### src/hdl/htif_params.svh
// HTIF bridge parameters
// addresses, bus widths, UART-lite register layout and console codes
`ifndef HTIF_PARAMS_SVH
`define HTIF_PARAMS_SVH

`define HTIF_ADDR_W 64
`define HTIF_DATA_W 64

`define HTIF_TOHOST_ADDR 64'h0000_0000_8000_1000
`define HTIF_FRHOST_ADDR 64'h0000_0000_8000_1008

`define UART_BASE 64'h0000_0000_1000_0000 // Tx/Rx FIFO
`define UART_STAT_OFS 8
`define UART_RX_VALID_BIT 0
`define UART_TX_FULL_BIT 3
`define UART_TX_STRB 8'h10 // byte lane 4

`define HTIF_DEV_CONSOLE 8'd1
`define HTIF_CMD_PUTC 8'd1
`define HTIF_CMD_GETC 8'd0

`endif

### src/hdl/htif_pkg.sv
// HTIF bridge types
// bus words, the decoded HTIF register word and the controller states
`include "htif_params.svh"

package htif_pkg;

    typedef logic [`HTIF_ADDR_W-1:0] addr_t;
    typedef logic [`HTIF_DATA_W-1:0] data_t;
    typedef logic [`HTIF_DATA_W/8-1:0] strb_t;
    typedef logic [7:0] len_t;

    typedef struct packed {
        logic [7:0] dev;
        logic [7:0] cmd;
        logic [47:0] payload;
    } htif_cmd_t;

    // TOHOST/FROMHOST seen as a bus word or as a command
    typedef union packed {
        data_t raw;
        htif_cmd_t cmd;
    } htif_word_u;

    typedef enum logic [3:0] {
        IDLE,
        SERVE,
        POLL_AR,
        POLL_R,
        TX_REQ,
        TX_B,
        RX_AR,
        RX_R,
        RECOVER
    } ctrl_state_e;

endpackage

### src/hdl/axi_htif_router.sv
// HTIF router
// spots single-beat TOHOST/FROMHOST requests and steers each AXI channel
// to downstream, the local HTIF slave or the UART master
`timescale 1ns/100ps
`include "htif_params.svh"

module axi_htif_router (
    // upstream
    input  htif_pkg::addr_t up_awaddr, up_araddr,
    input  htif_pkg::len_t up_awlen, up_arlen,
    input  logic up_awvalid, up_wvalid, up_wlast, up_bready, up_arvalid, up_rready,
    input  htif_pkg::data_t up_wdata,
    input  htif_pkg::strb_t up_wstrb,
    output logic up_awready, up_wready, up_bvalid, up_arready, up_rvalid, up_rlast,
    output htif_pkg::data_t up_rdata,
    // downstream
    output htif_pkg::addr_t dn_awaddr, dn_araddr,
    output htif_pkg::len_t dn_awlen, dn_arlen,
    output logic dn_awvalid, dn_wvalid, dn_wlast, dn_bready, dn_arvalid, dn_rready,
    output htif_pkg::data_t dn_wdata,
    output htif_pkg::strb_t dn_wstrb,
    input  logic dn_awready, dn_wready, dn_bvalid, dn_arready, dn_rvalid, dn_rlast,
    input  htif_pkg::data_t dn_rdata,
    // local HTIF slave
    output logic loc_arvalid, loc_ar_fr, loc_awvalid, loc_aw_fr, loc_wvalid,
    input  logic loc_awready, loc_wready, loc_arready, loc_bvalid, loc_rvalid, loc_rlast,
    input  htif_pkg::data_t loc_rdata,
    // UART master requests
    input  htif_pkg::addr_t ua_araddr, ua_awaddr,
    input  logic ua_arvalid, ua_awvalid, ua_wvalid, ua_wlast, ua_bready, ua_rready,
    input  htif_pkg::data_t ua_wdata,
    input  htif_pkg::strb_t ua_wstrb,
    input  logic on_htif,
    output logic use_htif
);
    logic ar_to, ar_fr, aw_to, aw_fr, htif_hit;

    assign ar_to = up_araddr == `HTIF_TOHOST_ADDR;
    assign ar_fr = up_araddr == `HTIF_FRHOST_ADDR;
    assign aw_to = up_awaddr == `HTIF_TOHOST_ADDR;
    assign aw_fr = up_awaddr == `HTIF_FRHOST_ADDR;

    assign htif_hit = up_arvalid & (up_arlen == '0) & (ar_to | ar_fr)
                    | up_awvalid & (up_awlen == '0) & (aw_to | aw_fr);
    assign use_htif = htif_hit | on_htif;

    assign loc_arvalid = use_htif & up_arvalid;
    assign loc_awvalid = use_htif & up_awvalid;
    assign loc_wvalid = use_htif & up_wvalid;
    assign loc_ar_fr = ar_fr;
    assign loc_aw_fr = aw_fr;

    // upstream side
    assign up_awready = use_htif ? loc_awready : dn_awready;
    assign up_wready = use_htif ? loc_wready : dn_wready;
    assign up_bvalid = use_htif ? loc_bvalid : dn_bvalid;
    assign up_arready = use_htif ? loc_arready : dn_arready;
    assign up_rvalid = use_htif ? loc_rvalid : dn_rvalid;
    assign up_rdata = use_htif ? loc_rdata : dn_rdata;
    assign up_rlast = use_htif ? loc_rlast : dn_rlast;

    // downstream side, UART requests are always single beat
    assign dn_awaddr = use_htif ? ua_awaddr : up_awaddr;
    assign dn_awlen = use_htif ? '0 : up_awlen;
    assign dn_awvalid = use_htif ? ua_awvalid : up_awvalid;
    assign dn_wdata = use_htif ? ua_wdata : up_wdata;
    assign dn_wstrb = use_htif ? ua_wstrb : up_wstrb;
    assign dn_wlast = use_htif ? ua_wlast : up_wlast;
    assign dn_wvalid = use_htif ? ua_wvalid : up_wvalid;
    assign dn_bready = use_htif ? ua_bready : up_bready;
    assign dn_araddr = use_htif ? ua_araddr : up_araddr;
    assign dn_arlen = use_htif ? '0 : up_arlen;
    assign dn_arvalid = use_htif ? ua_arvalid : up_arvalid;
    assign dn_rready = use_htif ? ua_rready : up_rready;

endmodule

### src/hdl/htif_bridge.sv
// HTIF console bridge
// passes AXI traffic through, serves TOHOST/FROMHOST locally and
// turns console commands into UART-lite transactions
`timescale 1ns/100ps
`include "htif_params.svh"

module htif_bridge (
    input  logic clk,
    input  logic rst,
    // upstream, cache side
    input  htif_pkg::addr_t up_awaddr, up_araddr,
    input  htif_pkg::len_t up_awlen, up_arlen,
    input  logic up_awvalid, up_wvalid, up_wlast, up_bready, up_arvalid, up_rready,
    input  htif_pkg::data_t up_wdata,
    input  htif_pkg::strb_t up_wstrb,
    output logic up_awready, up_wready, up_bvalid, up_arready, up_rvalid, up_rlast,
    output htif_pkg::data_t up_rdata,
    // downstream, memory side
    output htif_pkg::addr_t dn_awaddr, dn_araddr,
    output htif_pkg::len_t dn_awlen, dn_arlen,
    output logic dn_awvalid, dn_wvalid, dn_wlast, dn_bready, dn_arvalid, dn_rready,
    output htif_pkg::data_t dn_wdata,
    output htif_pkg::strb_t dn_wstrb,
    input  logic dn_awready, dn_wready, dn_bvalid, dn_arready, dn_rvalid, dn_rlast,
    input  htif_pkg::data_t dn_rdata
);
    logic use_htif, on_htif, serve, block, done;
    logic poll_start, rx_start, tx_start, rx_load, tx_is_putc, tohost_clr;
    logic fr_empty_read, putc_req, plain_done, rsp_done, rx_valid, tx_full;
    logic loc_arvalid, loc_ar_fr, loc_awvalid, loc_aw_fr, loc_wvalid;
    logic loc_awready, loc_wready, loc_arready, loc_bvalid, loc_rvalid, loc_rlast;
    htif_pkg::data_t loc_rdata, ua_wdata;
    htif_pkg::addr_t ua_araddr, ua_awaddr;
    htif_pkg::strb_t ua_wstrb;
    logic ua_arvalid, ua_awvalid, ua_wvalid, ua_wlast, ua_bready, ua_rready;
    logic [7:0] rx_byte, tohost_byte;

    axi_htif_router router_i (.*);

    htif_ctrl ctrl_i (
        .clk(clk), .rst(rst), .use_htif(use_htif), .fr_empty_read(fr_empty_read),
        .putc_req(putc_req), .plain_done(plain_done), .rsp_done(rsp_done),
        .rx_valid(rx_valid), .tx_full(tx_full), .on_htif(on_htif), .serve(serve),
        .block(block), .poll_start(poll_start), .rx_start(rx_start), .tx_start(tx_start),
        .rx_load(rx_load), .tx_is_putc(tx_is_putc), .tohost_clr(tohost_clr), .done(done)
    );

    htif_regs regs_i (
        .clk(clk), .rst(rst), .serve(serve), .block(block), .rx_load(rx_load),
        .tohost_clr(tohost_clr), .done(done),
        .arvalid(loc_arvalid), .ar_fr(loc_ar_fr), .awvalid(loc_awvalid),
        .aw_fr(loc_aw_fr), .wvalid(loc_wvalid), .wdata(up_wdata),
        .rx_byte(rx_byte), .tohost_byte(tohost_byte),
        .fr_empty_read(fr_empty_read), .putc_req(putc_req), .plain_done(plain_done),
        .awready(loc_awready), .wready(loc_wready), .arready(loc_arready),
        .bvalid(loc_bvalid), .rvalid(loc_rvalid), .rdata(loc_rdata), .rlast(loc_rlast),
        .bready(up_bready), .rready(up_rready)
    );

    uart_lite_master uart_i (
        .clk(clk), .rst(rst), .poll_start(poll_start), .rx_start(rx_start),
        .tx_start(tx_start), .tx_byte(tohost_byte),
        .araddr(ua_araddr), .arvalid(ua_arvalid), .awaddr(ua_awaddr), .awvalid(ua_awvalid),
        .wdata(ua_wdata), .wstrb(ua_wstrb), .wlast(ua_wlast), .wvalid(ua_wvalid),
        .bready(ua_bready), .rready(ua_rready),
        .arready(dn_arready), .awready(dn_awready), .wready(dn_wready),
        .bvalid(dn_bvalid), .rvalid(dn_rvalid), .rdata(dn_rdata),
        .rsp_done(rsp_done), .rx_valid(rx_valid), .tx_full(tx_full), .rx_byte(rx_byte)
    );

endmodule

### src/hdl/htif_ctrl.sv
// HTIF controller
// FSM that follows each HTIF transfer and runs the UART status poll,
// the console transmit and the console receive sequences
`timescale 1ns/100ps

module htif_ctrl (
    input  logic clk,
    input  logic rst,
    input  logic use_htif,
    input  logic fr_empty_read,
    input  logic putc_req,
    input  logic plain_done,
    input  logic rsp_done,
    input  logic rx_valid,
    input  logic tx_full,
    output logic on_htif,
    output logic serve,
    output logic block,
    output logic poll_start,
    output logic rx_start,
    output logic tx_start,
    output logic rx_load,
    output logic tx_is_putc,
    output logic tohost_clr,
    output logic done
);
    htif_pkg::ctrl_state_e state, state_nxt;
    logic putc_nxt;

    always_ff @(posedge clk) begin
        if (rst) begin
            state <= htif_pkg::IDLE;
            tx_is_putc <= 1'b0;
        end else begin
            state <= state_nxt;
            tx_is_putc <= putc_nxt;
        end
    end

    always_comb begin
        state_nxt = state;
        putc_nxt = tx_is_putc;
        poll_start = 1'b0;
        rx_start = 1'b0;
        tx_start = 1'b0;
        rx_load = 1'b0;
        tohost_clr = 1'b0;
        case (state)
            htif_pkg::IDLE: begin
                if (use_htif) state_nxt = htif_pkg::SERVE;
            end
            htif_pkg::SERVE: begin
                if (putc_req) begin
                    putc_nxt = 1'b1;
                    state_nxt = htif_pkg::POLL_AR;
                end else if (fr_empty_read) begin
                    putc_nxt = 1'b0;
                    state_nxt = htif_pkg::POLL_AR;
                end else if (plain_done) begin
                    state_nxt = htif_pkg::RECOVER;
                end
            end
            htif_pkg::POLL_AR: begin
                poll_start = 1'b1;
                state_nxt = htif_pkg::POLL_R;
            end
            htif_pkg::POLL_R: begin
                if (rsp_done) begin
                    if (tx_is_putc)
                        state_nxt = tx_full ? htif_pkg::POLL_AR : htif_pkg::TX_REQ; // retry while full
                    else
                        state_nxt = rx_valid ? htif_pkg::RX_AR : htif_pkg::RECOVER;
                end
            end
            htif_pkg::TX_REQ: begin
                tx_start = 1'b1;
                state_nxt = htif_pkg::TX_B;
            end
            htif_pkg::TX_B: begin
                if (rsp_done) begin
                    tohost_clr = 1'b1; // character handed over
                    state_nxt = htif_pkg::RECOVER;
                end
            end
            htif_pkg::RX_AR: begin
                rx_start = 1'b1;
                state_nxt = htif_pkg::RX_R;
            end
            htif_pkg::RX_R: begin
                if (rsp_done) begin
                    rx_load = 1'b1;
                    state_nxt = htif_pkg::RECOVER;
                end
            end
            default: state_nxt = htif_pkg::IDLE;
        endcase
    end

    assign on_htif = state != htif_pkg::IDLE;
    assign serve = (state == htif_pkg::IDLE) | (state == htif_pkg::SERVE);
    assign block = on_htif & (state != htif_pkg::SERVE); // UART sequence or recovery
    assign done = state == htif_pkg::RECOVER;

endmodule

### src/hdl/htif_regs.sv
// HTIF register block
// holds TOHOST and FROMHOST and answers single-beat reads and writes
// to them as a local AXI slave
`timescale 1ns/100ps
`include "htif_params.svh"

module htif_regs (
    input  logic clk,
    input  logic rst,
    input  logic serve,
    input  logic block,
    input  logic rx_load,
    input  logic tohost_clr,
    input  logic done,
    input  logic arvalid,
    input  logic ar_fr,
    input  logic awvalid,
    input  logic aw_fr,
    input  logic wvalid,
    input  htif_pkg::data_t wdata,
    input  logic [7:0] rx_byte,
    output logic [7:0] tohost_byte,
    output logic fr_empty_read,
    output logic putc_req,
    output logic plain_done,
    output logic awready,
    output logic wready,
    output logic arready,
    output logic bvalid,
    output logic rvalid,
    output htif_pkg::data_t rdata,
    output logic rlast,
    input  logic bready,
    input  logic rready
);
    htif_pkg::htif_word_u tohost, frhost;
    htif_pkg::data_t wdata_q, wr_val;
    logic ar_got, aw_got, w_got, aw_fr_q, rd_empty_q, wr_fr;
    logic open_acc, ar_hs, aw_hs, w_hs, r_hs, b_hs, wr_fire, tohost_putc;

    assign open_acc = serve & ~block;
    assign arready = open_acc & ~ar_got;
    assign awready = open_acc & ~aw_got;
    assign wready = open_acc & ~w_got;

    assign ar_hs = arvalid & arready;
    assign aw_hs = awvalid & awready;
    assign w_hs = wvalid & wready;
    assign r_hs = rvalid & rready;
    assign b_hs = bvalid & bready;

    // last of AW and W arriving completes the write
    assign wr_fire = (aw_hs | aw_got) & (w_hs | w_got) & ~(aw_got & w_got);
    assign wr_fr = aw_got ? aw_fr_q : aw_fr;
    assign wr_val = w_got ? wdata_q : wdata;

    assign tohost_putc = (tohost.cmd.dev == `HTIF_DEV_CONSOLE)
                       & (tohost.cmd.cmd == `HTIF_CMD_PUTC);
    assign tohost_byte = tohost.cmd.payload[7:0];

    assign fr_empty_read = r_hs & rd_empty_q;
    assign putc_req = b_hs & tohost_putc;
    assign plain_done = (r_hs & ~rd_empty_q) | (b_hs & ~tohost_putc);
    assign rlast = rvalid;

    always_ff @(posedge clk) begin
        if (rst) begin
            ar_got <= 1'b0;
            aw_got <= 1'b0;
            w_got <= 1'b0;
            rvalid <= 1'b0;
            bvalid <= 1'b0;
            tohost.raw <= '0;
            frhost.raw <= '0;
        end else begin
            if (done) begin // reopen for the next request
                ar_got <= 1'b0;
                aw_got <= 1'b0;
                w_got <= 1'b0;
            end else begin
                if (ar_hs) ar_got <= 1'b1;
                if (aw_hs) aw_got <= 1'b1;
                if (w_hs) w_got <= 1'b1;
            end
            if (ar_hs) rvalid <= 1'b1;
            else if (r_hs) rvalid <= 1'b0;
            if (wr_fire) bvalid <= 1'b1;
            else if (b_hs) bvalid <= 1'b0;
            if (wr_fire & wr_fr) frhost.raw <= wr_val;
            if (wr_fire & ~wr_fr) tohost.raw <= wr_val;
            else if (tohost_clr | b_hs & ~aw_fr_q & ~tohost_putc) tohost.raw <= '0;
            if (rx_load) frhost.cmd <= '{`HTIF_DEV_CONSOLE, `HTIF_CMD_GETC, 48'(rx_byte)};
        end
    end

    always_ff @(posedge clk) begin
        if (aw_hs) aw_fr_q <= aw_fr;
        if (w_hs) wdata_q <= wdata;
        if (ar_hs) begin
            rdata <= ar_fr ? frhost.raw : tohost.raw;
            rd_empty_q <= ar_fr & (frhost.raw == '0); // triggers an Rx poll
        end
    end

endmodule

### src/hdl/uart_lite_master.sv
// UART-lite master
// single-beat status reads, Rx FIFO reads and Tx FIFO writes
// on the downstream bus, with the status bits decoded
`timescale 1ns/100ps
`include "htif_params.svh"

module uart_lite_master (
    input  logic clk,
    input  logic rst,
    input  logic poll_start,
    input  logic rx_start,
    input  logic tx_start,
    input  logic [7:0] tx_byte,
    output htif_pkg::addr_t araddr,
    output logic arvalid,
    output htif_pkg::addr_t awaddr,
    output logic awvalid,
    output htif_pkg::data_t wdata,
    output htif_pkg::strb_t wstrb,
    output logic wlast,
    output logic wvalid,
    output logic bready,
    output logic rready,
    input  logic arready,
    input  logic awready,
    input  logic wready,
    input  logic bvalid,
    input  logic rvalid,
    input  htif_pkg::data_t rdata,
    output logic rsp_done,
    output logic rx_valid,
    output logic tx_full,
    output logic [7:0] rx_byte
);
    logic rd_stat, r_hs, b_hs;
    logic [7:0] stat_q, stat;

    assign r_hs = rvalid & rready;
    assign b_hs = bvalid & bready;

    assign araddr = rd_stat ? `UART_BASE + 64'(`UART_STAT_OFS) : `UART_BASE;
    assign awaddr = `UART_BASE;
    assign wdata = {24'd0, tx_byte, 32'd0}; // character in lane 4
    assign wstrb = `UART_TX_STRB;
    assign wlast = 1'b1;

    // status is visible in the cycle of its response
    assign stat = (r_hs & rd_stat) ? rdata[7:0] : stat_q;
    assign rx_valid = stat[`UART_RX_VALID_BIT];
    assign tx_full = stat[`UART_TX_FULL_BIT];
    assign rx_byte = rdata[7:0];
    assign rsp_done = r_hs | b_hs;

    always_ff @(posedge clk) begin
        if (rst) begin
            arvalid <= 1'b0;
            awvalid <= 1'b0;
            wvalid <= 1'b0;
            bready <= 1'b0;
            rready <= 1'b0;
            rd_stat <= 1'b0;
            stat_q <= '0;
        end else begin
            if (poll_start | rx_start) begin
                arvalid <= 1'b1;
                rd_stat <= poll_start;
            end else if (arvalid & arready) begin
                arvalid <= 1'b0;
                rready <= 1'b1;
            end
            if (r_hs) begin
                rready <= 1'b0;
                if (rd_stat) stat_q <= rdata[7:0];
            end
            if (tx_start) begin
                awvalid <= 1'b1;
                wvalid <= 1'b1;
            end else begin
                if (awready) awvalid <= 1'b0;
                if (wready) wvalid <= 1'b0;
            end
            if ((awvalid | wvalid) & (~awvalid | awready) & (~wvalid | wready))
                bready <= 1'b1; // both AW and W accepted
            else if (b_hs)
                bready <= 1'b0;
        end
    end

endmodule

### config.mk
export PLATFORM = sky130hd
export DESIGN_NAME = htif_bridge
export DESIGN_NICKNAME = d
export VERILOG_FILES = /design/src/hdl/htif_pkg.sv /design/src/hdl/axi_htif_router.sv /design/src/hdl/htif_bridge.sv /design/src/hdl/htif_ctrl.sv /design/src/hdl/htif_regs.sv /design/src/hdl/uart_lite_master.sv
export VERILOG_INCLUDE_DIRS = /design/src /design/src/hdl
export SDC_FILE = /design/constraint.sdc
export NUM_CORES = 1
export LEC_CHECK = 0
export ABC_AREA = 0
export BUFFER_PORTS_ARGS = -buffer_cell sky130_fd_sc_hd__buf_2
export CORE_AREA = 8 8 226 228
export DETAILED_ROUTE_END_ITERATION = 8
export DIE_AREA = 0 0 234 236
export HOLD_SLACK_MARGIN = 0.02
export PLACE_DENSITY = 0.61
export SYNTH_ARGS = -nofsm -noshare
export SYNTH_HDL_FRONTEND = slang
export SYNTH_SLANG_ARGS = --single-unit
### constraint.sdc
create_clock -name clk -period 9.1 [get_ports clk]
set_input_delay 0.455 -clock clk [delete_from_list [all_inputs] [get_ports clk]]
set_output_delay 0.455 -clock clk [all_outputs]
set_load 0.05 [all_outputs]
======== Yosys cells after proc, flatten, opt, wreduce, memory -nomap -nowiden ========
Index checks and enable logic that the tools add are counted.
word-level totals
  logic and storage cells ................. 182
  register bits ........................... 278
operators by class
  bitwise gates (word level) .............. 62
  reductions and logical operators ........ 22
  muxes and demuxes ....................... 58
  eq/ne operators ......................... 19
operators with widths
  cell                  number
  $mux 64               8
  $eq 64x32->1 const B  4
  $mux 57               2
  $logic_not 64->1      1
  $mux 4                10
  $and 1x1->1           36
  $mux 1                33
  $pmux 4 s7            1
  $mux 8                3
  $reduce_bool 2->1     9
  $eq 4x3->1 const B    4
  $eq 8x1->1 const B    2
  $logic_not 8->1       2
  $or 1x1->1            14
  $not 1->1             12
  $eq 4x2->1 const B    2
  $ne 4x1->1 const B    2
  $reduce_or 2->1       4
  $reduce_and 2->1      3
  $eq 4x1->1 const B    1
  $eq 4x4->1 const B    1
  $logic_not 4->1       1
  $ne 2x1->1 const B    2
  $reduce_and 4->1      1
  3 further kinds       3

======== Depth between registers and ports, before layout ========
  depth after elaboration ................. 13
  gate-level depth with buffers ........... 9
  depth with buffers taken out ............ 7

======== Cells and area by module ========
Synthesis repeated with hierarchy kept, for this count alone.
unflattened totals
  cell total of the unflattened synthesis .. 1436
  area total of the unflattened synthesis .. 16671.0 µm²
modules (own cells, without submodules)
  module            area each (µm²)  cells each  instances
  htif_regs         10237.3          729         1
  axi_htif_router   4062.6           404         1
  uart_lite_master  1955.6           248         1
  htif_ctrl         415.4            55          1

======== Worst setup path before layout ========
OpenSTA, ideal clock, no wires.
  path type ............................... input-to-reg
  start point ............................. input port up_awaddr[41]
  end point ............................... register regs_i.rd_empty_q, enable pin
  setup slack ............................. 1.994 ns
  arrival ................................. 6.524 ns
  stages on the path ...................... 7
  path buffers ............................ 0
  setup time .............................. 0.582 ns
  cell sequence ........................... nor4_1 nand4_1 nor4_2 nand4_1 nand2_1 nand2_1 nor3b_1
between the ends
  longest elaborated chain between the ends .. 7
RTL lines
  item                           RTL line               source
  from (decl)                    htif_bridge.sv:11      input htif_pkg::addr_t up_awaddr, up_araddr,
  $eq 64x32->1 (no source line)  --
  $or 1x1->1 (*)                 axi_htif_router.sv:44  | up_awvalid & (up_awlen == '0) & (aw_to | aw_fr);
  $and 1x1->1 (*)                axi_htif_router.sv:44
  $or 1x1->1 (*)                 axi_htif_router.sv:44
  $or 1x1->1 (*)                 axi_htif_router.sv:45  assign use_htif = htif_hit | on_htif;
  $and 1x1->1 (*)                axi_htif_router.sv:47  assign loc_arvalid = use_htif & up_arvalid;
  $and 1x1->1 (*)                htif_regs.sv:46        assign ar_hs = arvalid & arready;
  via regs_i.ar_hs               htif_regs.sv:39        logic open_acc, ar_hs, aw_hs, w_hs, r_hs, b_hs, wr_fire, tohost_putc;
  to (signal assigned)           htif_regs.sv:101       rd_empty_q <= ar_fr & (frhost.raw == '0);
  to (decl)                      htif_regs.sv:38        logic ar_got, aw_got, w_got, aw_fr_q, rd_empty_q, wr_fr;
The timed path passes the listed nets; every way through them passes the cells marked *.
A chain may end at the register's enable or synchronous reset.

======== Worst setup path in the final report ========
  start point ............................. input port up_arlen[1]
  end point ............................... output port up_rdata[23]
between the ends
  longest elaborated chain between the ends .. 6
RTL lines
  item                       RTL line               source
  from (decl)                htif_bridge.sv:12      input htif_pkg::len_t up_awlen, up_arlen,
  $logic_not 8->1            axi_htif_router.sv:43  assign htif_hit = up_arvalid & (up_arlen == '0) & (ar_to | ar_fr)
  $and 1x1->1 (2 in series)  axi_htif_router.sv:43
  $or 1x1->1                 axi_htif_router.sv:44
  $or 1x1->1                 axi_htif_router.sv:45
  $mux 64                    axi_htif_router.sv:59  assign up_rdata = use_htif ? loc_rdata : dn_rdata;
  to (decl)                  htif_bridge.sv:17      output htif_pkg::data_t up_rdata,
Every way passes these cells.

==> flow_summary.json <==
{
  "synth_edf_count": 130,
  "clock_latency_ns": 0.51,
  "startpoint_type": "input pin",
  "h-tree-depth": 2,
  "cap_viol_max_count": 0,
  "fmax_ghz": 0.171,
  "route.met2.wl_microns": 28100,
  "routed_via_density": 5.06,
  "post_cts_buffers": 0,
  "seqPwrFrac": 0.410,
  "grt.total_usage": 0.207,
  "required_ns": 8.65,
  "ys.flop_type": "dfxtp_1",
  "dr_wl_met3_microns": 4620,
  "grt_pass1_wl_microns": 87000,
  "cpPeakStageDelay_ns": 0.96,
  "cp-end-kind": "output pin",
  "synth_seq_cells": 276,
  "cts_buffers": 34,
  "internal_power_mw": 2.23,
  "hold_class": "in -> reg",
  "p_leak_nw": 7.21,
  "ant_nets": 0,
  "core_area_sq_um": 47300,
  "holdWs_ns": 0.151,
  "yosysTopAreaCellShare": 0.278,
  "synthTopCellsByCount": "209 x and2_1, 146 x dfxtp_1, 145 x mux2_2, 141 x nor2_1, 130 x edfxtp_1",
  "netlist-cell-type-count": 43,
  "fillers": 4745,
  "antenna_found_initial": 9,
  "synth_area_leaders": "edfxtp_1 28%, dfxtp_1 21%, mux2_2 12%",
  "drtIter0Drc": 942,
  "area_growth_pct": 32.1,
  "clockPowerShare": 0.416,
  "row_count": 80,
  "drt-met1-wl_microns": 26800,
  "die_x_microns": 234,
  "fp.dieH_microns": 236,
  "p_comb_frac": 0.173,
  "rsz0062_at_grt": "false",
  "port_buffers": 585,
  "yosysTopAreaCell": "edfxtp_1",
  "seq_area_frac_synth": 0.487,
  "yosys_warnings": 0,
  "cpMaxStageDelayCell": "nor2_4",
  "status": "complete, no violations",
  "crit_chain": "buf_2 > nor4_1 > nand3b_1 > nor4_1 > a21oi_1 > nand2_1 > nor2_4 > buf_4 > buf_4 > mux2_2 > buf_2",
  "syn_inst": 1403,
  "cellPowerDensity_nw_per_um2": 170,
  "via_count": 13100,
  "firstDrtPassIters": 6,
  "grt_max_degree": 128,
  "dp_hpwl_microns": 45700,
  "synthesis.nets": 1697,
  "ios": 586,
  "initial_utilization": 0.296,
  "critPathKind": "in -> out",
  "fin_nets": 2228,
  "relSlewSlack": 0.183,
  "wl_per_cell_microns": 23.5,
  "async_reset_ff_frac": 0,
  "grt_pass1_vias": 12900,
  "avgSynthCellArea_sq_um": 10.0,
  "wl_microns": 60500,
  "gp_congestion": 0.977,
  "ctsHoldBuffers": 0,
  "fin_tns_setup_ns": 0,
  "critPathBufInv": 4,
  "post_cts_resized": 0,
  "cts_root_buffer": "clkbuf_16",
  "tritoncts": "built",
  "synth_area_sq_um": 14000,
  "worstMarginPinSlew_ns": 1.23,
  "fin_skew_ns": 0.0163,
  "topRoutingLayerUsed": "met5",
  "clkSinkCount": 276,
  "ir_worst_vdd_mv": 0.111,
  "final_util": 0.392,
  "grt_overflow": 0,
  "dieArea_sq_um": 55200,
  "drive_gt1_frac": 0.410,
  "hold_viol_final": 0,
  "remaining_drc_errors": 0,
  "finalSetupViolCount": 0,
  "drv_slew": 0,
  "clkSlewWorstSetupHoldPaths_ns": 0.06,
  "arrival_ns": 5.38,
  "clock_path_buffers": 3,
  "finalCritPeriodShare": 0.641,
  "switchingPower_uw": 920,
  "critical_path.top_delay_family": "buffers and inverters",
  "yosysMostFrequentCell": "and2_1",
  "fin_crit_ns": 5.83,
  "cp_max_fo": 127,
  "swShare": 0.292
}
## layout by cell type (no fill, tap or decap), types with 59 or more instances in the layout
cell type  netlist  routed
mux2i_1         67      67
and2_1         209     208
dfxtp_1        146     145
nor2_1         141     140
edfxtp_1       130     130
nand3_1         76      76
o21ai_0         71      71
mux2_2         145     145
nor4_1          59      59
nand2_1         92      90
buf_2           11     584
## through the flow
stage	area, sq um	cells	power [mW]	setup WS (ns)
floorplan	14000	1403	1.66	1.99
global placement	17400	2513	1.87	3.50
detailed placement	17400	2513	1.87	3.22
CTS	18500	2574	3.19	3.23
global route	18500	2574	3.25	2.84
finish	18500	2580	3.15	3.27
## cells by family after synthesis
| family | after synthesis | share of synthesized area |
|---|---|---|
| AOI/OAI and AO/OA | 170 | 0.0784 |
| buffers and inverters | 115 | 0.0360 |
| DFF | 276 | 0.487 |
| muxes | 212 | 0.164 |
| and+or+nand+nor | 630 | 0.235 |
## registers in the layout (all words and copies together) (netlist names), 2 cells and up
signal          flops
regs_i.frhost      64
regs_i.rdata       64
regs_i.tohost      64
regs_i.wdata_q     64
ctrl_i.state        4
uart_i.stat_q       2
## metal layers
| layer | vias up | track usage |
|---|---|---|
| met3 | 66 | 0.0432 |
| met1 | 6299 | 0.279 |
| met5 | - | 0 |
| met2 | 552 | 0.337 |
| li1 | 6133 | - |
| met4 | 2 | 0.0423 |
## power groups by stage
stage / Sequential, mW / Combinational [mW] / Clock [mW]
global route: 1.29 / 0.569 / 1.39
detailed placement: 1.32 / 0.548 / 0
finish: 1.29 / 0.546 / 1.31
CTS: 1.29 / 0.550 / 1.35
global placement: 1.32 / 0.548 / 0
floorplan: 1.32 / 0.336 / 0
## final timing paths
check / cells past startpoint / slack, ns / startpoint / end
setup reg to reg: 7 / 5.65 / ctrl_i.state[3] / regs_i.tohost[16]
setup / recovery: 11 / 3.27 / up_arlen[1] / up_rdata[23]
hold reg to reg: 2 / 0.45 / regs_i.tohost[27] / regs_i.tohost[27]
hold / removal: 1 / 0.15 / up_wdata[9] / regs_i.wdata_q[9]
## final cells by class
class	count	area (sq um)	area share
Antenna cell	6	15.0	0.000810
Clock buffer	48	966	0.0521
Clock inverter	13	116	0.00628
Inverter	10	37.5	0.00202
Multi-Input combinational cell	1012	6760	0.365
Sequential cell	276	6830	0.368
Tap cell	615	769	0.0415
Timing Repair Buffer	600	3040	0.164
No activity file was read; power rests on OpenSTA's default activity.
